[src/hdl/pdp8_settings.svh]
//~~~~~~~~~~~~~~~~~~~~~~~~~~~~~~
// PDP-8 boot memory build settings
// Field count and RIM loader size
//~~~~~~~~~~~~~~~~~~~~~~~~~~~~~~

`ifndef PDP8_SETTINGS_SVH
`define PDP8_SETTINGS_SVH

// Number of 4K core fields
// Any value from 1 to 8 is supported
`define PDP8_NUM_FIELDS 2

// Words in the RIM loader image
// Addresses 7756..7775 octal
`define PDP8_RIM_LEN 16

`endif

[src/hdl/pdp8_pkg.sv]
//~~~~~~~~~~~~~~~~~~~~~~~~~~~~~~
// PDP-8 shared types and the two
// DEC RIM loader images
//~~~~~~~~~~~~~~~~~~~~~~~~~~~~~~

`include "pdp8_settings.svh"

package pdp8_pkg;

    // One machine word, also an address within a field
    typedef logic [11:0] word_t;
    // Memory field number, up to eight fields
    typedef logic [2:0] field_t;

    // First loader address in field 0
    localparam word_t RIM_ORIGIN = 12'o7756;

    // Teletype reader variant (KCC/KSF/KRB/KRS)
    localparam word_t RIM_LOW_SPEED [`PDP8_RIM_LEN] = '{
        12'o6032, 12'o6031, 12'o5357, 12'o6036,
        12'o7106, 12'o7006, 12'o7510, 12'o5357,
        12'o7006, 12'o6031, 12'o5367, 12'o6034,
        12'o7420, 12'o3776, 12'o3376, 12'o5356
    };

    // Paper tape reader variant (RFC/RSF/RRB)
    localparam word_t RIM_HIGH_SPEED [`PDP8_RIM_LEN] = '{
        12'o6014, 12'o6011, 12'o5357, 12'o6016,
        12'o7106, 12'o7006, 12'o7510, 12'o5374,
        12'o7006, 12'o6011, 12'o5367, 12'o6016,
        12'o7420, 12'o3776, 12'o3376, 12'o5357
    };

endpackage

[src/hdl/mem_response_merge.sv]
//~~~~~~~~~~~~~~~~~~~~~~~~~~~~~~
// Response merge for all fields
// ORs the acks, picks read data
//~~~~~~~~~~~~~~~~~~~~~~~~~~~~~~

`include "pdp8_settings.svh"

module mem_response_merge #(
    parameter int NUM_FIELDS = `PDP8_NUM_FIELDS
) (
    input  pdp8_pkg::field_t      fld_sel,
    input  logic [NUM_FIELDS-1:0] fld_ack,
    input  pdp8_pkg::word_t       fld_rdata [NUM_FIELDS],
    output logic                  mem_ack,
    output pdp8_pkg::word_t       mem_rdata
);
    import pdp8_pkg::*;

    // Only one field is ever requested at a time
    assign mem_ack = |fld_ack;

    // Data mux on the field number
    // A field number beyond the array reads as zero
    always_comb begin
        mem_rdata = '0;
        for (int i = 0; i < NUM_FIELDS; i++) begin
            if (fld_sel == field_t'(i)) begin
                mem_rdata = fld_rdata[i];
            end
        end
    end

endmodule

[config.mk]
export PLATFORM = sky130hd
export DESIGN_NAME = mem_response_merge
export DESIGN_NICKNAME = d
export VERILOG_FILES = /design/src/hdl/pdp8_pkg.sv /design/src/hdl/mem_response_merge.sv
export VERILOG_INCLUDE_DIRS = /design/src /design/src/hdl
export SDC_FILE = /design/constraint.sdc
export NUM_CORES = 1
export LEC_CHECK = 0
export BUFFER_PORTS_ARGS = -buffer_cell sky130_fd_sc_hd__buf_2
export CAP_MARGIN = 20
export CELL_PAD_IN_SITES_DETAIL_PLACEMENT = 0
export CELL_PAD_IN_SITES_GLOBAL_PLACEMENT = 1
export CORE_MARGIN = 5
export CORE_UTILIZATION = 13
export DETAILED_ROUTE_END_ITERATION = 10
export GPL_TIMING_DRIVEN = 0
export PLACE_DENSITY_LB_ADDON = 0.1
export SKIP_LAST_GASP = 1
export SLEW_MARGIN = 40
export SYNTH_ARGS = -nofsm -noshare
export SYNTH_HDL_FRONTEND = slang
export SYNTH_SLANG_ARGS = --single-unit
[constraint.sdc]
create_clock -name vclk -period 1.8
set_clock_uncertainty 0.2 [all_clocks]
set_input_delay 0.54 -clock vclk [all_inputs]
set_output_delay 0.54 -clock vclk [all_outputs]
set_load 0.01 [all_outputs]
==> Word level (Yosys, flattened, before mapping) <==
Index checks and enable logic that the tools add are counted.
{ "totals": {"ff_bits": 0, "inputBits": 29, "word_cells": 5} }
{ "op_classes": {"n_eq_ne": 1, "n_mux": 2, "reduce_logical": 2} }
{ "op_table": {"columns": ["cell", "n"], "rows": [
  ["12-bit two-way mux", 2],
  ["3-bit by 1-bit equality test with 1-bit output (second input constant)", 1],
  ["3-bit zero test", 1],
  ["2-bit OR reduction", 1]
]} }

==> Longest topological paths before layout <==
{ "depth": {"depth_word": 3, "depth_mapped": 3, "depth_no_buf": 2} }

==> Worst setup path before layout <==
No wires, ideal clock.
{ "synth_path": {"kind": "input to output", "start": "input fld_sel[1]", "end": "output mem_rdata[10]", "arrival_time_ns": 1.129, "setup_slack_ns": -0.069, "path_stages": 3, "path_buffers": 1, "cell_sequence": "or2_1 -> buf_2 -> nor2_1"} }
{ "synth_between": {"elab_chain_len": 3} }
{ "synth_lines": {"columns": ["element", "line_no", "rtl"], "rows": [
  ["start: declaration", "mem_response_merge.sv:11", "input pdp8_pkg::field_t fld_sel,"],
  ["3-bit zero test", "mem_response_merge.sv:27", "if (fld_sel == field_t'(i)) begin"],
  ["12-bit two-way mux", "mem_response_merge.sv:27", null],
  ["12-bit two-way mux *", "mem_response_merge.sv:27", null],
  ["end: declaration", "mem_response_merge.sv:15", "output pdp8_pkg::word_t mem_rdata"]
]} }
Every way passes the cells marked *; elsewhere a longest branch is shown, timed or not.

==> Worst setup path after layout <==
{ "layout_path": {"start": "input fld_sel[2]", "end": "output mem_rdata[10]"} }
Same word-level chain as after synthesis.

==> reports/results.tsv <==
stage	metric	value	unit
run_status	outcome	complete, but fails checks	
run_status	failing checks	negative setup slack	
die	Top Ports	42	
timing	Slew @ Worst Pin	167	ps
pwr	Internal	116	uW
layout	Sequential Area	0	um^2
layout	antenna cell count	0	
synthesis	Synth Net Count	57	
timing	Final Setup Violations	12	
global_routing	vias in the first global route	378	
placed_design	GP Congestion	0.594	
synthesis	Avg Inst Size Synth	6.93	um^2
layout	clkbuf count	0	
die	Initial Util	0.133	
timing	endpoints failing hold	0	
synthesis	synthesized cell area	194	um^2
timing	Hold Slack	1130	ps
timing	minimum clock period	2000	ps
worst_setup_path	Critical Path Slowest Stage Cell	or2_4	
worst_setup_path	CP max FO	5	
worst_setup_path	crit path kind	primary input to primary output	
worst_setup_path	crit path cell chain	buf_6 > or2_4 > buf_12 > nor2_4 > buf_6	
timing	RSZ-0062 raised after global routing	yes	
worst_hold_path	Min-Delay Path Class	primary input to primary output	
job	Max Cap Viol	0	
synthesis	Synth top area share	0.619	
timing	Max-slew headroom	0.886	
route	drt wl/cell	11.5	um
synthesis	warnings from Yosys	0	
timing	Tcrit/Tclk final	1.11	
timing	Final Max Slew Viols	0	
route	DR iter-0 viols	0	
route	Antenna Nets Post-Route	0	
synthesis	sequential share of the synthesized area	0	
placed_design	PortBufs	42	
layout	Final nets	103	
die	DIE HEIGHT	48.6	um
route	Final Routed Wirelength	1010	um
layout	Seq cells	0	
pwr	Worst VDD drop	0.138	mV
pwr	Sw Ratio	0.403	
timing	Fin Setup TNS	-1980	ps
global_routing	first-pass GRT wire length	1640	um
layout	final core utilization	0.546	
synthesis	post-synthesis cell count	28	
synthesis	Yosys cell types	6	
worst_setup_path	max incr delay on CP	280	ps
synthesis	Synth area leader	mux2i_1	
pwr	Gate power share	1.000	
global_routing	initial antenna violation count	0	
die	Core Area	0.00145	mm^2
die	die area	0.00236	mm^2
pwr	Pleak	0.000342	uW
worst_setup_path	Arr. time, crit path	1260	ps
route	via count	370	
die	FP Rows	14	
route	first-pass detailed-route iteration total	1	
synthesis	ranking of synthesized cells by area	mux2i_1, nor2_1, buf_6	
layout	area grow syn2layout	309	%
worst_setup_path	most frequent CP cell	buf_6	
pwr	Switching Power	78.4	uW
pwr	Clock power frac	0	
worst_setup_path	CP required	1060	ps
timing	worst setup slack after layout	-202	ps
pwr	Power per Cell Area	245	mW/mm^2
clocking	hold_buf cts	0	
die	Die X	48.6	um
route	mean number of vias per cell	4.20	
route	# DRC	0	
worst_setup_path	Startpoint Class	primary input	
global_routing	gr usage total	0.0798	
worst_setup_path	Critical Path End Type	primary output	
pwr	Sequential Power Share	0	
global_routing	largest net degree at the start of global routing	6	
timing	Max Fclk	499	MHz
layout	layout cells sized above 1	0.944	
global_routing	grt ovf	0	
[worst max-delay path, delay by kind of cell]
kind	cells	cell delay [ps]
buffers and inverters	3	340
and+or+nand+nor	2	380
[repair_timing]
action	in CTS	in global routing
pin swaps	2	1
endpoints found under the setup margin	12	13
cloned	2	0
setup buffers	0	0
resized for setup	37	2
[synthesized netlist by cell type]
master   instances
mux2i_1         12
nor2_1          12
buf_6            1
or2_1            1
or2_2            1
buf_2            1
[area by class of cell]
cell class	count	area (um^2)
repair buffers	44	353
well taps	16	20.0
fillers	135	661
multi-input cells	26	380
plain buffers	2	40.0
[cells by family (layout without fill, tap and decap cells)]
family / count (synthesis) / in the layout / synth area share
simple gates: 14 / 14 / 0.297
mux: 12 / 12 / 0.619
buf+inv: 2 / 46 / 0.0838
[final timing paths]
check             depth (start not counted)  slack [ps]        from       endpoint
setup / recovery                          5        -200  fld_sel[2]  mem_rdata[10]
hold / removal                            3        1130  fld_ack[0]        mem_ack
[layer usage]
| layer | vias to the layer above | GRT usage | part of all wire | wire (um) |
|---|---|---|---|---|
| li1 | 187 | - | - | - |
| met1 | 166 | 0.0906 | 0.29 | 297 |
| met2 | 17 | 0.163 | 0.63 | 633 |
| met3 | 0 | 0.00920 | 0.077 | 78 |
| met4 | 0 | 0 | 0 | 0 |
| met5 | - | 0 | 0 | 0 |
[power groups by stage]
stage | registers, uW | clock network (uW) | logic (uW)
after floorplan | 0 | 0 | 67.5
after global placement | 0 | 0 | 114
final | 0 | 0 | 195
after CTS | 0 | 0 | 194
after global routing | 0 | 0 | 207
after detailed placement | 0 | 0 | 115
[layout by cell type (no fill, tap or decap), drive strengths merged]
cell,netlist,layout
buf,2,46
mux2i,12,12
nor2,12,12
or2,2,2
[per-stage QoR]
stage | instances | total power [uW] | area, um^2 | setup slack [ps]
global route | 88 | 207 | 793 | -219
global placement | 86 | 114 | 517 | -289
floorplan | 28 | 67.5 | 287 | 13.0
CTS | 88 | 194 | 781 | -189
finish | 88 | 195 | 793 | -202
detailed placement | 86 | 115 | 517 | -284
Note: power is estimated with default switching activity, not from simulation.
