--- config.mk ---
export PLATFORM = sky130hd
export DESIGN_NAME = rim_loader
export DESIGN_NICKNAME = d
export VERILOG_FILES = /design/src/hdl/pdp8_pkg.sv /design/src/hdl/rim_loader.sv
export VERILOG_INCLUDE_DIRS = /design/src /design/src/hdl
export SDC_FILE = /design/constraint.sdc
export NUM_CORES = 1
export LEC_CHECK = 0
export ABC_AREA = 1
export BUFFER_PORTS_ARGS = -buffer_cell sky130_fd_sc_hd__buf_2
export CORE_MARGIN = 3
export CORE_UTILIZATION = 57
export CTS_BUF_LIST = sky130_fd_sc_hd__clkbuf_8
export DETAILED_ROUTE_END_ITERATION = 8
export PLACE_DENSITY = 0.95
export SYNTH_ARGS = -nofsm -noshare
export SYNTH_HDL_FRONTEND = slang
export SYNTH_SLANG_ARGS = --single-unit
--- constraint.sdc ---
create_clock -name clk -period 2.33 [get_ports clk]
set_clock_uncertainty 0.1 [all_clocks]
set_input_delay 0.1165 -clock clk [delete_from_list [all_inputs] [get_ports clk]]
set_output_delay 0.1165 -clock clk [all_outputs]
set_load 0.01 [all_outputs]
--- src/hdl/pdp8_settings.svh ---
//~~~~~~~~~~~~~~~~~~~~~~~~~~~~~~
// PDP-8 boot memory build settings
// Field count and RIM loader size
//~~~~~~~~~~~~~~~~~~~~~~~~~~~~~~

`ifndef PDP8_SETTINGS_SVH
`define PDP8_SETTINGS_SVH

// Number of 4K core fields
// Any value from 1 to 8 is supported
`define PDP8_NUM_FIELDS 2

// Words in the RIM loader image
// Addresses 7756..7775 octal
`define PDP8_RIM_LEN 16

`endif

--- src/hdl/pdp8_pkg.sv ---
//~~~~~~~~~~~~~~~~~~~~~~~~~~~~~~
// PDP-8 shared types and the two
// DEC RIM loader images
//~~~~~~~~~~~~~~~~~~~~~~~~~~~~~~

`include "pdp8_settings.svh"

package pdp8_pkg;

    // One machine word, also an address within a field
    typedef logic [11:0] word_t;
    // Memory field number, up to eight fields
    typedef logic [2:0] field_t;

    // First loader address in field 0
    localparam word_t RIM_ORIGIN = 12'o7756;

    // Teletype reader variant (KCC/KSF/KRB/KRS)
    localparam word_t RIM_LOW_SPEED [`PDP8_RIM_LEN] = '{
        12'o6032, 12'o6031, 12'o5357, 12'o6036,
        12'o7106, 12'o7006, 12'o7510, 12'o5357,
        12'o7006, 12'o6031, 12'o5367, 12'o6034,
        12'o7420, 12'o3776, 12'o3376, 12'o5356
    };

    // Paper tape reader variant (RFC/RSF/RRB)
    localparam word_t RIM_HIGH_SPEED [`PDP8_RIM_LEN] = '{
        12'o6014, 12'o6011, 12'o5357, 12'o6016,
        12'o7106, 12'o7006, 12'o7510, 12'o5374,
        12'o7006, 12'o6011, 12'o5367, 12'o6016,
        12'o7420, 12'o3776, 12'o3376, 12'o5357
    };

endpackage

--- src/hdl/rim_loader.sv ---
//~~~~~~~~~~~~~~~~~~~~~~~~~~~~~~
// RIM loader boot sequencer
// Halts the CPU and writes the RIM
// image into field 0 at 7756..7775
//~~~~~~~~~~~~~~~~~~~~~~~~~~~~~~

`include "pdp8_settings.svh"

module rim_loader (
    input  logic            clk,
    input  logic            rst,
    input  logic            boot,
    input  logic            rim_high_speed,
    input  logic            ldr_ack,
    output logic            ldr_req,
    output pdp8_pkg::word_t ldr_addr,
    output pdp8_pkg::word_t ldr_wdata,
    output logic            halt,
    output logic            boot_done
);
    import pdp8_pkg::*;

    // Index value that ends the sequence
    localparam logic [4:0] LAST_IDX = 5'(`PDP8_RIM_LEN);

    typedef enum logic [1:0] {
        ST_IDLE,
        ST_REQ,
        ST_WAIT,
        ST_DONE
    } state_t;

    state_t     state;
    // Word index, one bit wider than the table so it can reach 16
    logic [4:0] idx;
    // Image choice, held for the whole boot
    logic       hs_sel;

    always_ff @(posedge clk) begin
        if (rst) begin
            state  <= ST_IDLE;
            idx    <= '0;
            hs_sel <= 1'b0;
        end else begin
            case (state)
                ST_IDLE: begin
                    // Only an idle loader accepts a boot pulse
                    if (boot) begin
                        hs_sel <= rim_high_speed;
                        idx    <= '0;
                        state  <= ST_REQ;
                    end
                end
                ST_REQ: begin
                    // Word is written, drop req and step to the next one
                    if (ldr_ack) begin
                        idx   <= idx + 5'd1;
                        state <= ST_WAIT;
                    end
                end
                ST_WAIT: begin
                    // Four-phase rule, no new req until ack is low
                    if (!ldr_ack) begin
                        if (idx == LAST_IDX) begin
                            state <= ST_DONE;
                        end else begin
                            state <= ST_REQ;
                        end
                    end
                end
                default: begin
                    // ST_DONE lasts one cycle
                    state <= ST_IDLE;
                end
            endcase
        end
    end

    // Request is held for the whole REQ state
    assign ldr_req   = (state == ST_REQ);
    // CPU stays halted until the last ack has fallen
    assign halt      = (state == ST_REQ) || (state == ST_WAIT);
    // One cycle pulse, coincides with halt falling
    assign boot_done = (state == ST_DONE);

    // Address and data stay stable while req is high
    assign ldr_addr  = RIM_ORIGIN + {7'd0, idx};
    assign ldr_wdata = hs_sel ? RIM_HIGH_SPEED[idx[3:0]] : RIM_LOW_SPEED[idx[3:0]];

endmodule

# Word-level counts from Yosys, hierarchy flattened
# Memory sizes are Yosys's and may differ from the RTL's.
# Index checks and enable logic that the tools add are counted.
# word_totals
reg_bits	8
rom_bits	384
inputBits	5
out_inout_bits	27
word_cells	35
mem_count	2
# memory_table
name	words	width	read_ports	rd_clocked_by_memory_dff	write_ports	line	source
(no name shown)	16	12	1	0	0	rim_loader.sv:88	assign ldr_wdata = hs_sel ? RIM_HIGH_SPEED[idx[3:0]] : RIM_LOW_SPEED[idx[3:0]];
(no name shown)	16	12	1	0	0	rim_loader.sv:88	
# classes
add_sub_neg	2
order_cmp	1
n_eq_ne	7
n_mux	13
bitwise_logic	1
reduce_logical	6
# op_table
cell	count
$mux W12	5
$mux W5	2
$pmux W5 S2	1
$mux W2	4
$add A6 B6 Y7 const A	1
$ne A2 B2 Y1 const B	3
$pmux W2 S3	1
$reduce_and A3 Y1	2
$add A5 B1 Y5 const B	1
$eq A5 B5 Y1 const B	1
$ge A5 B5 Y1 const B	1
$not A4 Y5	1
$eq A2 B2 Y1 const B	2
$eq A2 B1 Y1 const B	1
$logic_not A2 Y1	1
$reduce_and A2 Y1	1
$reduce_bool A2 Y1	1
$logic_or A1 B1 Y1	1

# Logic depth before layout (Yosys ltp)
# depth
depth_word	5
mapped_depth	9
mapped_depth_nobuf	9

# Worst setup path after synthesis
# OpenSTA, ideal clock, no wires.
# synth_path
path_type	register to output
startpoint	register idx[1]
endpoint	output port ldr_wdata[3]
arrival_ns	1.414
required_time_ns	2.114
setup_slack_ns	0.699
path_stages_with_launch	5
path_buffers	0
cell_sequence	dfxtp_1 -> inv_1 -> ha_1 -> or2_2 -> a22oi_1
# synth_via
elab_chain_len	5
word_cells_on_any_way	8
cone_classes	mux: 5; bitwise: 1; memory: 2
# synth_rtl
item	line	source
from (decl)	rim_loader.sv:35	logic [4:0] idx;
from (signal assigned)	rim_loader.sv:57	idx <= idx + 5'd1;
$not A4 Y5 (implied by the code) (*)	rim_loader.sv:88	
$mem_v2 Z16 W12	--	
$mux W12 (implied by the code) (2 in a row)	rim_loader.sv:88	
$mux W12 (*)	rim_loader.sv:88	
to (decl)	rim_loader.sv:17	output pdp8_pkg::word_t ldr_wdata,
# Every way passes the cells marked *; elsewhere a longest branch is shown, timed or not. The select of a mux whose other input is x is not followed.

# Final worst setup path
# layout_path
startpoint	register idx[0]
endpoint	output port ldr_wdata[4]
# Same word-level chain as after synthesis.

==> metrics.txt <==
# DRC 0; utilization after layout 74.4%; Nets 212; Die Width a little under 50 um; synthesis-to-layout area growth 15.3%; min cycle time layout 2.10 ns; Routed Antenna Nets 0; critical setup path kind flip-flop to primary output; Clock Latency Late Sink 0.23 ns; post-route non-filler standard cell count about 210; ratio of cells with drive above 1 in the final layout 24.9%; run status complete, no violations; Resize count post-CTS 0; Final Hold Fails 0; WL final 2.79 mm; total global-route track usage about 25%; Via Count 1108; Critical Path AT around 1.9 ns; clk buf depth 2; PortBufs 31; met2 Use GR 43.4%; Reg clk slew, reported paths 0.04 ns; Least-Margin Pin Slew slightly above 0.4 ns; post-route cell area approximately 1200 um2; H-tree Lvls 1; Syn Area/Cell 6.38 um2; Netlist cell types 29; CP endpoint kind primary output; CTS Buf Count 3; Hold-fix buffers, CTS 0; Cells after DPL 210; syn nets between 150 and 200; commonest non-fill, non-tap cell in the layout nand2_1; synthesized flop and latch total 8; core area 1610 um2; Max transition margin 72.8%; IO Pins 32; met1 Use GR 28.4%; Placed Instance Area 1160 um2; Setup violations, final 0; first-pass GRT wire length 4.60 mm; P per Cell Area between 700 and 800 nW/um2; final setup TNS 0 ns; Startpoint Class flip-flop; M3 GR Usage around 3.7%; die area ~2400 um2; CTS Root Cell clkbuf_8; Slew Viols, Final 0; worst-path fanout max 10; Max-Cap Viols 0; GR Overflow Total 0; vias in the first global route roughly 1000; clock sinks 8; Synthesis Warnings 0; worst vdd ir between 0.0006 and 0.0007 V; per-cell routed wire length 13.1 um; RSZ-0062 raised after global routing false; fmax 477 MHz; CTS tree yes; initial antenna violation count 0; Syn Std Cell Area ~1000 um2; Initial Util 64.5%; Row Count 14; Die H about 49 um; ant diodes 0; Critical Path RT 2.11 ns; vias per inst around 5.2; GRT Max-Usage Layer met2; DP HPWL approximately 2.1 mm; Synth Instances around 160; Tcrit/Tclk final 89.9%; largest net degree at the start of global routing 14; DRT iter0 DRCs 43; Tot Pwr 0.000865 W; Post-CTS Setup Bufs 0; post-synthesis sequential area ratio 15.4%; leak pwr 0.660 nW; most frequent cells in the layout 49 x nand2_1, 31 x buf_2, 21 x inv_1; RD Place Congestion 0.895; HP Class input port to flip-flop; DR pass1 iterations 4
[sequential cells by signal (all words and copies together), names as in the netlist]
register  cells
hs_sel        1
idx           5
state         2
[where the power goes]
group	leakage (nW)	switching [W]	internal [W]	total (W)
registers	0.0652	0.0000370	0.000164	0.000201
logic	0.573	0.000317	0.000174	0.000491
clock network	0.0216	0.0000600	0.000112	0.000172
[final timing paths]
kind | start | slack (ns) | cells past startpoint | to
min reg2reg | idx[4] | 0.51 | 2 | idx[4]
max | idx[0] | 0.23 | 7 | ldr_wdata[4]
min | rst | 0.03 | 2 | idx[1]
max reg2reg | state[0] | 0.76 | 8 | idx[4]
[worst max-delay path: stages (launching register included)]
cell	delay (ns)
dfxtp_1	0.51
inv_1	0.21
ha_1	0.28
or2_4	0.25
o21ai_2	0.13
o21ai_1	0.08
nand2_1	0.07
buf_2	0.12
[metal layers]
metal | vias to the layer above | wire length [um] | share of wire [%]
met5 | - | 0 | 0
met4 | 0 | 42 | 1.5
met3 | 5 | 197 | 7.1
met2 | 47 | 1420 | 51
met1 | 496 | 1130 | 41
li1 | 560 | - | -
[Yosys cell counts]
master | count | share of area [%]
o21ai_2 | 1 | 0.84
nand3_2 | 1 | 0.96
o21bai_1 | 1 | 0.72
o21ai_1 | 1 | 0.48
nand3b_1 | 1 | 0.72
buf_6 | 2 | 2.2
nor2_2 | 1 | 0.60
o211ai_1 | 1 | 0.72
nand2_2 | 1 | 0.60
ha_1 | 16 | 19
a22oi_1 | 1 | 0.72
o221ai_1 | 2 | 1.7
nand2_4 | 1 | 1.1
inv_2 | 2 | 0.72
a31oi_1 | 1 | 0.60
nand3_1 | 5 | 2.4
nand2_1 | 49 | 18
a21oi_1 | 6 | 2.9
nand4_1 | 1 | 0.60
inv_1 | 21 | 7.6
dfxtp_1 | 8 | 15
xor2_1 | 2 | 1.7
or2_4 | 1 | 0.84
o21ai_0 | 10 | 4.8
a21o_1 | 1 | 0.72
or2_2 | 2 | 1.2
nor2_4 | 1 | 1.1
nor2_1 | 15 | 5.4
buf_4 | 8 | 5.8
[cells by family after synthesis]
group,share of synthesized area (%)
DFF,15.4
xor gates and xnor gates,1.69
AOI/OAI and AO/OA,14.2
and+or+nand+nor,33.2
adders and majority gates,19.3
buffers and inverters,16.2
[cell type report]
class                      count  area [um2]
inverter                      23        86.3
clock buffer                   3        41.3
timing repair buffer          33         170
sequential                     8         160
multi-input combinational    122         711
tap                           24        30.0
fill                         135         413
[metrics by stage]
| stage | setup slack (ns) | hold WS (ns) |
|---|---|---|
| after global routing | 0.102 | 0.0505 |
| after CTS | 0.260 | 0.0320 |
| after floorplan | 0.699 | 0.0856 |
| after detailed placement | 0.512 | 0.276 |
| after global placement | 0.579 | 0.261 |
| final | 0.235 | 0.0331 |
Power figures use the tool's default switching activity.
