`config.mk`:
```
export PLATFORM = sky130hd
export DESIGN_NAME = mem_request_router
export DESIGN_NICKNAME = d
export VERILOG_FILES = /design/src/hdl/pdp8_pkg.sv /design/src/hdl/mem_request_router.sv
export VERILOG_INCLUDE_DIRS = /design/src /design/src/hdl
export SDC_FILE = /design/constraint.sdc
export NUM_CORES = 1
export LEC_CHECK = 0
export BUFFER_PORTS_ARGS = -buffer_cell sky130_fd_sc_hd__buf_2
export CAP_MARGIN = 5
export CORE_MARGIN = 10
export CORE_UTILIZATION = 26
export DETAILED_ROUTE_END_ITERATION = 16
export PLACE_DENSITY_LB_ADDON = 0.1
export REMOVE_ABC_BUFFERS = 1
export SYNTH_ARGS = -nofsm -noshare
export SYNTH_HDL_FRONTEND = slang
export SYNTH_SLANG_ARGS = --single-unit
```
`constraint.sdc`:
```
create_clock -name clk -period 1.25 [get_ports clk]
set_clock_uncertainty 0.1 [all_clocks]
set_input_delay 0.0625 -clock clk [delete_from_list [all_inputs] [get_ports clk]]
set_output_delay 0.0625 -clock clk [all_outputs]
set_load 0.1 [all_outputs]
```
`src/hdl/pdp8_settings.svh`:
```
//~~~~~~~~~~~~~~~~~~~~~~~~~~~~~~
// PDP-8 boot memory build settings
// Field count and RIM loader size
//~~~~~~~~~~~~~~~~~~~~~~~~~~~~~~

`ifndef PDP8_SETTINGS_SVH
`define PDP8_SETTINGS_SVH

// Number of 4K core fields
// Any value from 1 to 8 is supported
`define PDP8_NUM_FIELDS 2

// Words in the RIM loader image
// Addresses 7756..7775 octal
`define PDP8_RIM_LEN 16

`endif

```
`src/hdl/pdp8_pkg.sv`:
```
//~~~~~~~~~~~~~~~~~~~~~~~~~~~~~~
// PDP-8 shared types and the two
// DEC RIM loader images
//~~~~~~~~~~~~~~~~~~~~~~~~~~~~~~

`include "pdp8_settings.svh"

package pdp8_pkg;

    // One machine word, also an address within a field
    typedef logic [11:0] word_t;
    // Memory field number, up to eight fields
    typedef logic [2:0] field_t;

    // First loader address in field 0
    localparam word_t RIM_ORIGIN = 12'o7756;

    // Teletype reader variant (KCC/KSF/KRB/KRS)
    localparam word_t RIM_LOW_SPEED [`PDP8_RIM_LEN] = '{
        12'o6032, 12'o6031, 12'o5357, 12'o6036,
        12'o7106, 12'o7006, 12'o7510, 12'o5357,
        12'o7006, 12'o6031, 12'o5367, 12'o6034,
        12'o7420, 12'o3776, 12'o3376, 12'o5356
    };

    // Paper tape reader variant (RFC/RSF/RRB)
    localparam word_t RIM_HIGH_SPEED [`PDP8_RIM_LEN] = '{
        12'o6014, 12'o6011, 12'o5357, 12'o6016,
        12'o7106, 12'o7006, 12'o7510, 12'o5374,
        12'o7006, 12'o6011, 12'o5367, 12'o6016,
        12'o7420, 12'o3776, 12'o3376, 12'o5357
    };

endpackage

```
`src/hdl/mem_request_router.sv`:
```
//~~~~~~~~~~~~~~~~~~~~~~~~~~~~~~
// Memory request router
// Grants the bus to loader or CPU
// and steers requests to a field
//~~~~~~~~~~~~~~~~~~~~~~~~~~~~~~

`include "pdp8_settings.svh"

module mem_request_router #(
    parameter int NUM_FIELDS = `PDP8_NUM_FIELDS
) (
    input  logic                  clk,
    input  logic                  rst,
    input  logic                  halt,
    // Loader master, always writes field 0
    input  logic                  ldr_req,
    input  pdp8_pkg::word_t       ldr_addr,
    input  pdp8_pkg::word_t       ldr_wdata,
    output logic                  ldr_ack,
    // CPU master
    input  logic                  cpu_req,
    input  logic                  cpu_we,
    input  pdp8_pkg::field_t      cpu_field,
    input  pdp8_pkg::word_t       cpu_addr,
    input  pdp8_pkg::word_t       cpu_wdata,
    output logic                  cpu_ack,
    // Merged ack from all fields
    input  logic                  mem_ack,
    // Field side
    output logic [NUM_FIELDS-1:0] fld_req,
    output logic                  fld_we,
    output pdp8_pkg::word_t       fld_addr,
    output pdp8_pkg::word_t       fld_wdata,
    output pdp8_pkg::field_t      fld_sel
);
    import pdp8_pkg::*;

    logic grant_ldr;
    logic cpu_go;
    logic req_mux;
    logic bus_idle;

    // CPU request held back during a boot
    // An already acked CPU handshake is let through to finish
    assign cpu_go   = cpu_req && (!halt || mem_ack);
    assign req_mux  = grant_ldr ? ldr_req : cpu_go;
    // Both phases of the handshake complete
    assign bus_idle = !req_mux && !mem_ack;

    // Grant follows halt, but only across an idle bus
    always_ff @(posedge clk) begin
        if (rst) begin
            grant_ldr <= 1'b0;
        end else if (bus_idle) begin
            grant_ldr <= halt;
        end
    end

    // Steering muxes
    assign fld_we    = grant_ldr ? 1'b1 : cpu_we;
    assign fld_addr  = grant_ldr ? ldr_addr : cpu_addr;
    assign fld_wdata = grant_ldr ? ldr_wdata : cpu_wdata;
    assign fld_sel   = grant_ldr ? field_t'(0) : cpu_field;

    // One-hot request to the addressed field
    always_comb begin
        for (int i = 0; i < NUM_FIELDS; i++) begin
            fld_req[i] = req_mux && (fld_sel == field_t'(i));
        end
    end

    // Ack goes back to the granted master only
    assign ldr_ack = grant_ldr && mem_ack;
    assign cpu_ack = !grant_ldr && mem_ack;

endmodule

```
-- Yosys cells after proc, flatten, opt, wreduce, memory -nomap -nowiden
Index checks and enable logic that the tools add are counted.
- eq/ne operators: 1
- mux-type cells: 5
- reductions and logical operators: 12
- operators by type and width (kind ; count):
    2-to-1 mux 12 bit ; 2
    logical AND 1 bit ; 6
    zero test 1 bit ; 4
    equality test 3 x 1 -> 1 bit, second input constant ; 1
    zero test 3 bit ; 1
    2-to-1 mux 3 bit ; 1
    2-to-1 mux 1 bit ; 2
    logical OR 1 bit ; 1
- register bits: 1
- input bits: 58
- word-level logic and storage cells: 19

-- Longest topological paths before layout
Gate-level depths: netlist (run 1).
- depth after elaboration: 6
- gate-level depth with buffers: 4

-- Least setup slack after synthesis (run 1)
Ideal clock, no wire load.
- path type: register to output
- start point: reg grant_ldr
- end point: out cpu_ack
- arrival time: 1878 ps
- data required time: 1087 ps
- path slack: -790 ps
- stages on the path, launching flop included: 4
- cell sequence: dfxtp_1 -> buf_6 -> buf_6 -> nor2b_1
- cells in the longest elaborated chain, start to end: 2
- RTL lines (what ; RTL line ; RTL):
    start: declaration ; mem_request_router.sv:38 ; logic grant_ldr;
    start signal: assignment ; mem_request_router.sv:55 ; grant_ldr <= halt;
    zero test 1 bit ; mem_request_router.sv:74 ; assign cpu_ack = !grant_ldr && mem_ack;
    logical AND 1 bit ; mem_request_router.sv:74 ;
    end: declaration ; mem_request_router.sv:26 ; output logic cpu_ack,
Every way passes these cells.

-- Final worst setup path (run 1)
- start point: reg grant_ldr
- end point: out fld_addr[6]
- cells in the longest elaborated chain, start to end: 1
- RTL lines (what ; RTL line ; RTL):
    2-to-1 mux 12 bit ; mem_request_router.sv:61 ; assign fld_addr = grant_ldr ? ldr_addr : cpu_addr;
    end: declaration ; mem_request_router.sv:32 ; output pdp8_pkg::word_t fld_addr,
Every way passes these cells.

==> results.cfg, run 1 <==
[yosys]
synth_compound_area_share_pct = 3.96
seq_area_frac_synth_pct = 3.96
synth_adder_area_share_pct = 0
synth_simple_gate_area_share_pct = 14.1
ys_ff_latch = 1
synthMuxAreaShare_pct = 68.3
synth_top_area_share_pct = 59.4
synth_top_flop_cell = dfxtp_1
syn_area_um2 = 505
synthXorXnorAreaFrac_pct = 0
yosysTopAreaCell = mux2_4
ys_warn_count = 0
async_flop_share_pct = 0
synth_top_family_by_area = multiplexers
synth_edf_count = 0
synth.area.top_cells = mux2_4 59%, buf_6 8.9%, nor4b_4 4.7%
yosys.cell_types.count = 16
syn_area_per_cell_um2 = 12.0
netlist_instances = 42

[floorplanning]
die_w_um = 64.1
start_util_pct = 28.4
core_area_um2 = 1780
dieArea_um2 = 4110
io_pins = 90
rows = 15
die_y_um = 64.1

[critical_path]
r2r_setup_slack_ns = 0.30
critPathKind = register to primary output
required_ns = 1.09
cp_max_fo = 7
start_kind = register
r2r_cells = 4
reg2reg_from = grant_ldr$_SDFFE_PP0P_
cp-end-kind = primary output
critPathArrivalTime_ns = 1.09
rr_endpoint = grant_ldr$_SDFFE_PP0P_

[global_route]
antenna_found_initial = 0
grt_max_degree = 8
grt_pass1_wl_mm = 4.31
grt_pass1_vias = 768
track_usage_pct = 12.8
grt_overflow = 0

[min_path]
whs_path_depth = 2
hp-start = rst
min_to = grant_ldr$_SDFFE_PP0P_
holdCritPathClass = primary input to register

[power]
swShare_pct = 59.1
pwr-share-clk_pct = 0
p_total_mw = 1.28
leakagePower_nw = 0.775
seqPwrFrac_pct = 2.9
power.internal_uw = 524
pwr-share-comb_pct = 97.1
power_density_nw_per_um2 = 853
ir_worst_vdd_mv = 0.531
switching_power_uw = 758

[detailed_routing]
vias_per_cell = 4.25
top_layer = met4
finalWirelength_mm = 2.80
met1Wirelength_um = 891
first_pass_iters = 3
via_count = 675
drt_first_iter_violations = 15
wl_met3_um = 303
route.met2.wl_mm = 1.58
postRouteAntennaNets = 0
routedWlPerCell_um = 17.6
drc_errors = 0

[final_layout]
antennaDiodeCount = 0
largest_register_ff_count = 1
nFillCells = 90
utilization_pct = 84.4
final_cell_count_no_fill = 159
area_delta_synth_final_pct = 198
design_area_um2 = 1500
register_area_um2 = 21.3
regMostFlops = grant_ldr
reg_top3 = grant_ldr: 1 flops
fin_nets = 194
drive_above_1_share_pct = 91.0
multi_input_area_um2 = 443

[timing]
min_period_over_period_pct = 99.8
drv_slew = 0
setup_viol = 0
hold_viol_final = 0
timing.fmax_mhz = 801
period_minus_slack_ns = 1.25
setup-tns-final_ns = 0
tightest_slew_ns = 0.492
relSlewSlack_pct = 67.4
rsz0062_at_grt = yes

[clocking]
cts_hold_buffers = 0
clock_latency_ns = 0
clk_pin_slew_ns = 0

[flow_run]
maxCapViolCount = 0

[run_status]
outcome = complete, no violations

[place]
place_area_um2 = 1480
port_buffers = 89
dp_cells = 157
place.gp.congestion = 0.663
[worst max-delay path by stage]
stage / to / depth (start not counted) / from / slack [ns]
4_1_cts: fld_addr[6] / 4 / grant_ldr$_SDFFE_PP0P_ / -0.001
2_1_floorplan: cpu_ack / 1 / grant_ldr$_SDFFE_PP0P_ / -1.19
6_report: fld_addr[6] / 4 / grant_ldr$_SDFFE_PP0P_ / 0.002
3_5_place_dp: fld_req[0] / 4 / grant_ldr$_SDFFE_PP0P_ / -0.08
3_3_place_gp: fld_req[0] / 4 / grant_ldr$_SDFFE_PP0P_ / -0.07
5_1_grt: fld_req[0] / 4 / grant_ldr$_SDFFE_PP0P_ / -0.04
[per-stage QoR]
stage                     setup slack [ns]  hold slack, ns
after floorplan                      -1.19          0.0316
after global placement             -0.0675           0.112
after detailed placement           -0.0833           0.111
after CTS                         -0.00105           0.111
after global routing               -0.0427           0.136
final                              0.00205           0.110
[cells in the mapped netlist (2+ instances only)]
cell      n
mux2_4   20
buf_6     4
nor2b_1   3
mux2_1    2
mux2_2    2
[repair_timing]
| action | 4_1_cts | 5_1_grt |
|---|---|---|
| buffers inserted | 2 | 0 |
| endpoints found under the hold margin | 0 | 0 |
| pin swaps | 2 | 1 |
| endpoints found under the setup margin | 15 | 18 |
| resized for setup | 3 | 1 |
[per-layer routing]
layer | vias up | global-route usage, %
li1 | 338 | -
met2 | 41 | 25.2
met4 | 0 | 1.07
met3 | 2 | 5.05
met5 | - | 0
met1 | 294 | 12.5
[area by class of cell]
| class | count | area share (%) |
|---|---|---|
| well taps | 25 | 2.08 |
| flip-flops and latches | 1 | 1.41 |
| repair buffers | 96 | 66.8 |
| inverters | 1 | 0.250 |
| multi-input cells | 36 | 29.5 |
[logic make-up after synthesis]
logic type,Yosys count
multiplexers,24
AND/OR/NAND/NOR,9
buffers and inverters,5
AO/OA/AOI/OAI,3
flip-flops,1
[critical path: stages (launching register included)]
cell	delay, ns
dfxtp_2	0.33
buf_6	0.13
buf_12	0.13
mux2_4	0.32
buf_12	0.17
[cells in the final DEF (no fill, tap or decap)]
master,count
a21oi_1,1
a32o_2,1
and2_1,1
and3_4,1
buf_12,34
buf_2,58
buf_4,2
buf_6,1
clkbuf_4,1
dfxtp_2,1
inv_1,1
mux2_1,2
mux2_2,2
mux2_4,20
nand2b_1,1
nor2_1,1
nor2b_1,3
nor4b_4,1
o21ai_1,1
or2_1,1
[power by group through the flow]
stage          clock [mW]  sequential (mW)  combinational, mW
2_1_floorplan           0           0.0567              0.732
3_3_place_gp            0           0.0370               1.23
3_5_place_dp            0           0.0371               1.24
4_1_cts                 0           0.0374               1.25
5_1_grt                 0           0.0375               1.28
6_report                0           0.0374               1.25
(Power assumes the default switching activity.)
==> inputs of run 2 (changes only) <==
--- a/config.mk
+++ b/config.mk
@@ -6,11 +6,11 @@
 export SDC_FILE = /design/constraint.sdc
 export NUM_CORES = 1
 export LEC_CHECK = 0
-export BUFFER_PORTS_ARGS = -buffer_cell sky130_fd_sc_hd__buf_2
 export CAP_MARGIN = 5
 export CORE_MARGIN = 10
-export CORE_UTILIZATION = 26
+export CORE_UTILIZATION = 35
 export DETAILED_ROUTE_END_ITERATION = 16
+export DONT_BUFFER_PORTS = 1
 export PLACE_DENSITY_LB_ADDON = 0.1
 export REMOVE_ABC_BUFFERS = 1
 export SYNTH_ARGS = -nofsm -noshare
==> run 2 against run 1 <==
The run now fails in clock tree synthesis. Area after synthesis is the same. Synthesized cell count unchanged.
==> results.cfg, run 2 <==
[floorplanning]
io_pins = 90
rows = 13
start_util_pct = 37.9
die_y_um = 58.0
die_w_um = 58.0

[place]
place_area_um2 = 1170
port_buffers = 0
dp_slack_ns = -0.150
dp_hpwl_mm = 2.67
place.gp.congestion = 0.737

[yosys]
synth_top_flop_cell = dfxtp_1
syn_area_per_cell_um2 = 12.0
yosys.cell_types.count = 16
synth_top_area_share_pct = 59.4
async_flop_share_pct = 0
synth.area.top_cells = mux2_4 59%, buf_6 8.9%, nor4b_4 4.7%
synth_edf_count = 0
yosysTopAreaCell = mux2_4
netlist_instances = 42
seq_area_frac_synth_pct = 3.96
ys_ff_latch = 1
yosys-top-cells-count = 20 x mux2_4, 4 x buf_6, 3 x nor2b_1
syn_area_um2 = 505
ys_warn_count = 0
yosysMostFrequentCell = mux2_4

[clocking]
cts_hold_buffers = 0
post_cts_buffers = 2
cts.repair.resized = 3

[run_status]
outcome = aborted with a tool error
stop_error = [ERROR DPL-0033] detailed placement checks failed during check placement.
lastStage = clock tree synthesis
[run 2: cell counts after synthesis]
Identical to the previous run, type by type.
[run 2: stage by stage]
step | cells | setup TNS (ns) | utilization, %
2_1_floorplan | 38 | -26.11 | -
3_3_place_gp | 87 | -0.231 | 87.8
3_5_place_dp | 87 | -0.334 | 87.8
[run 2: cells by family after synthesis]
family | after synthesis | synth area share (%)
multiplexers | 24 | 68.3
flip-flops | 1 | 3.96
AND/OR/NAND/NOR | 9 | 14.1
buffers and inverters | 5 | 9.65
AO/OA/AOI/OAI | 3 | 3.96
==> inputs of run 3 (changes only) <==
--- a/config.mk
+++ b/config.mk
@@ -7,11 +7,11 @@
 export NUM_CORES = 1
 export LEC_CHECK = 0
 export CAP_MARGIN = 5
-export CORE_MARGIN = 10
-export CORE_UTILIZATION = 35
+export CORE_AREA = 10 10 71 73
 export DETAILED_ROUTE_END_ITERATION = 16
+export DIE_AREA = 0 0 81 83
 export DONT_BUFFER_PORTS = 1
-export PLACE_DENSITY_LB_ADDON = 0.1
+export PLACE_DENSITY_LB_ADDON = 0.15
 export REMOVE_ABC_BUFFERS = 1
 export SYNTH_ARGS = -nofsm -noshare
 export SYNTH_HDL_FRONTEND = slang
==> run 3 against run 2 <==
The flow now finishes, with violations (setup timing).
==> results.cfg, run 3 (synthesis gave the netlist of run 1 again) <==
[final_layout]
fin_nets = 137
nFillCells = 372
reg_top3 = grant_ldr: 1 flops
drive_above_1_share_pct = 92.2
utilization_pct = 35.2
area_delta_synth_final_pct = 153
antennaDiodeCount = 0
final_common_cell = buf_12
final_cell_mix = 35 x buf_12, 23 x mux2_4, 4 x buf_4
largest_register_ff_count = 1
regMostFlops = grant_ldr

[critical_path]
cpLargestDelayFamily = flip-flops
critPathArrivalTime_ns = 1.13
setup.worst_path.start = grant_ldr$_SDFFE_PP0P_
slowest_stage = dfxtp_2
cp_max_fo = 9
critical_path.cell_chain = buf_12 -> nor4b_4 -> a32o_2 -> buf_12
slowest_delay_ns = 0.32
reg2reg_from = grant_ldr$_SDFFE_PP0P_
cp-end-kind = primary output
cpMostUsedCell = buf_12
critPathKind = register to primary output
path_buf_inv = 2
start_kind = register
required_ns = 1.09

[power]
power_density_nw_per_um2 = 950
p_total_mw = 1.22
leakagePower_nw = 0.571
ir_worst_vdd_mv = 0.270

[flow_run]
maxCapViolCount = 0

[detailed_routing]
first_pass_iters = 4
routedWlPerCell_um = 20.8
via_count = 507
vias_per_cell = 4.06
drt_first_iter_violations = 11
finalWirelength_mm = 2.60
postRouteAntennaNets = 0
drc_errors = 0

[floorplanning]
io_pins = 90
die_w_um = 81
dieArea_um2 = 6720
start_util_pct = 13.9
core_area_um2 = 3630
rows = 22
die_y_um = 83

[run_status]
outcome = finished, violations left
violations = setup timing

[timing]
rsz0062_at_grt = yes
period_minus_slack_ns = 1.29
tightest_slew_ns = 0.231
relSlewSlack_pct = 84.6
setup_slack_ns = -0.0377
timing.fmax_mhz = 777
hold_viol_final = 0
drv_slew = 0
setup-tns-final_ns = -0.0603
setup_viol = 2
min_period_over_period_pct = 103

[min_path]
hp-start = rst
holdCritPathClass = primary input to register

[clocking]
clk_pin_slew_ns = 0
clock_latency_ns = 0

[global_route]
track_usage_pct = 6.79
grt_max_degree = 18
antenna_found_initial = 0
grt_pass1_vias = 597
grt_pass1_wl_mm = 3.73
grt_overflow = 0

[place]
port_buffers = 0
dp_slack_ns = -0.136
dp_hpwl_mm = 2.34
place.gp.congestion = 0.774
-- run 3: metal layers --
| metal | wire, um | track usage (%) |
|---|---|---|
| met1 | 1010 | 8.04 |
| met2 | 1090 | 11.0 |
| met3 | 496 | 3.88 |
| met4 | 0 | 0 |
| met5 | 0 | 0 |
-- run 3: timing repair --
item	in CTS	in global routing
hold buffers	0	0
cloned	0	0
pin swaps	2	1
setup endpoints to repair	5	8
gates resized for setup	6	1
setup buffers	3	1
-- run 3: final cells by class --
type	count	area (um2)	area share, %
repair buffers	39	731	57.1
multi-input cells	36	464	36.3
well taps	48	60.1	4.69
flip-flops and latches	1	21.3	1.66
inverters	1	3.75	0.293
-- run 3: worst register-to-register path: stages, from the launching register on --
cell	delay [ns]
dfxtp_2	0.35
buf_12	0.14
buf_4	0.14
o21ai_1	0.06
a21oi_1	0.14
-- run 3: stage by stage --
step / instances / instance area, um2 / hold slack (ns)
floorplan: 38 / 460 / 0.0316
detailed placement: 121 / 1220 / 0.0313
global placement: 121 / 1220 / 0.0330
finish: 125 / 1280 / 0.0308
CTS: 124 / 1270 / 0.0313
global route: 125 / 1280 / 0.0434
-- run 3: final timing paths --
check,end,slack [ns],depth (start not counted)
hold / removal,grant_ldr$_SDFFE_PP0P_,0.03,1
hold reg to reg,grant_ldr$_SDFFE_PP0P_,0.70,4
setup / recovery,fld_req[0],-0.04,4
setup reg to reg,grant_ldr$_SDFFE_PP0P_,0.23,4
-- run 3: where the power goes --
part	switching [mW]	internal, mW	total, mW
Combinational	0.732	0.447	1.18
Sequential	0.00297	0.0351	0.0381
Clock	0	0	0
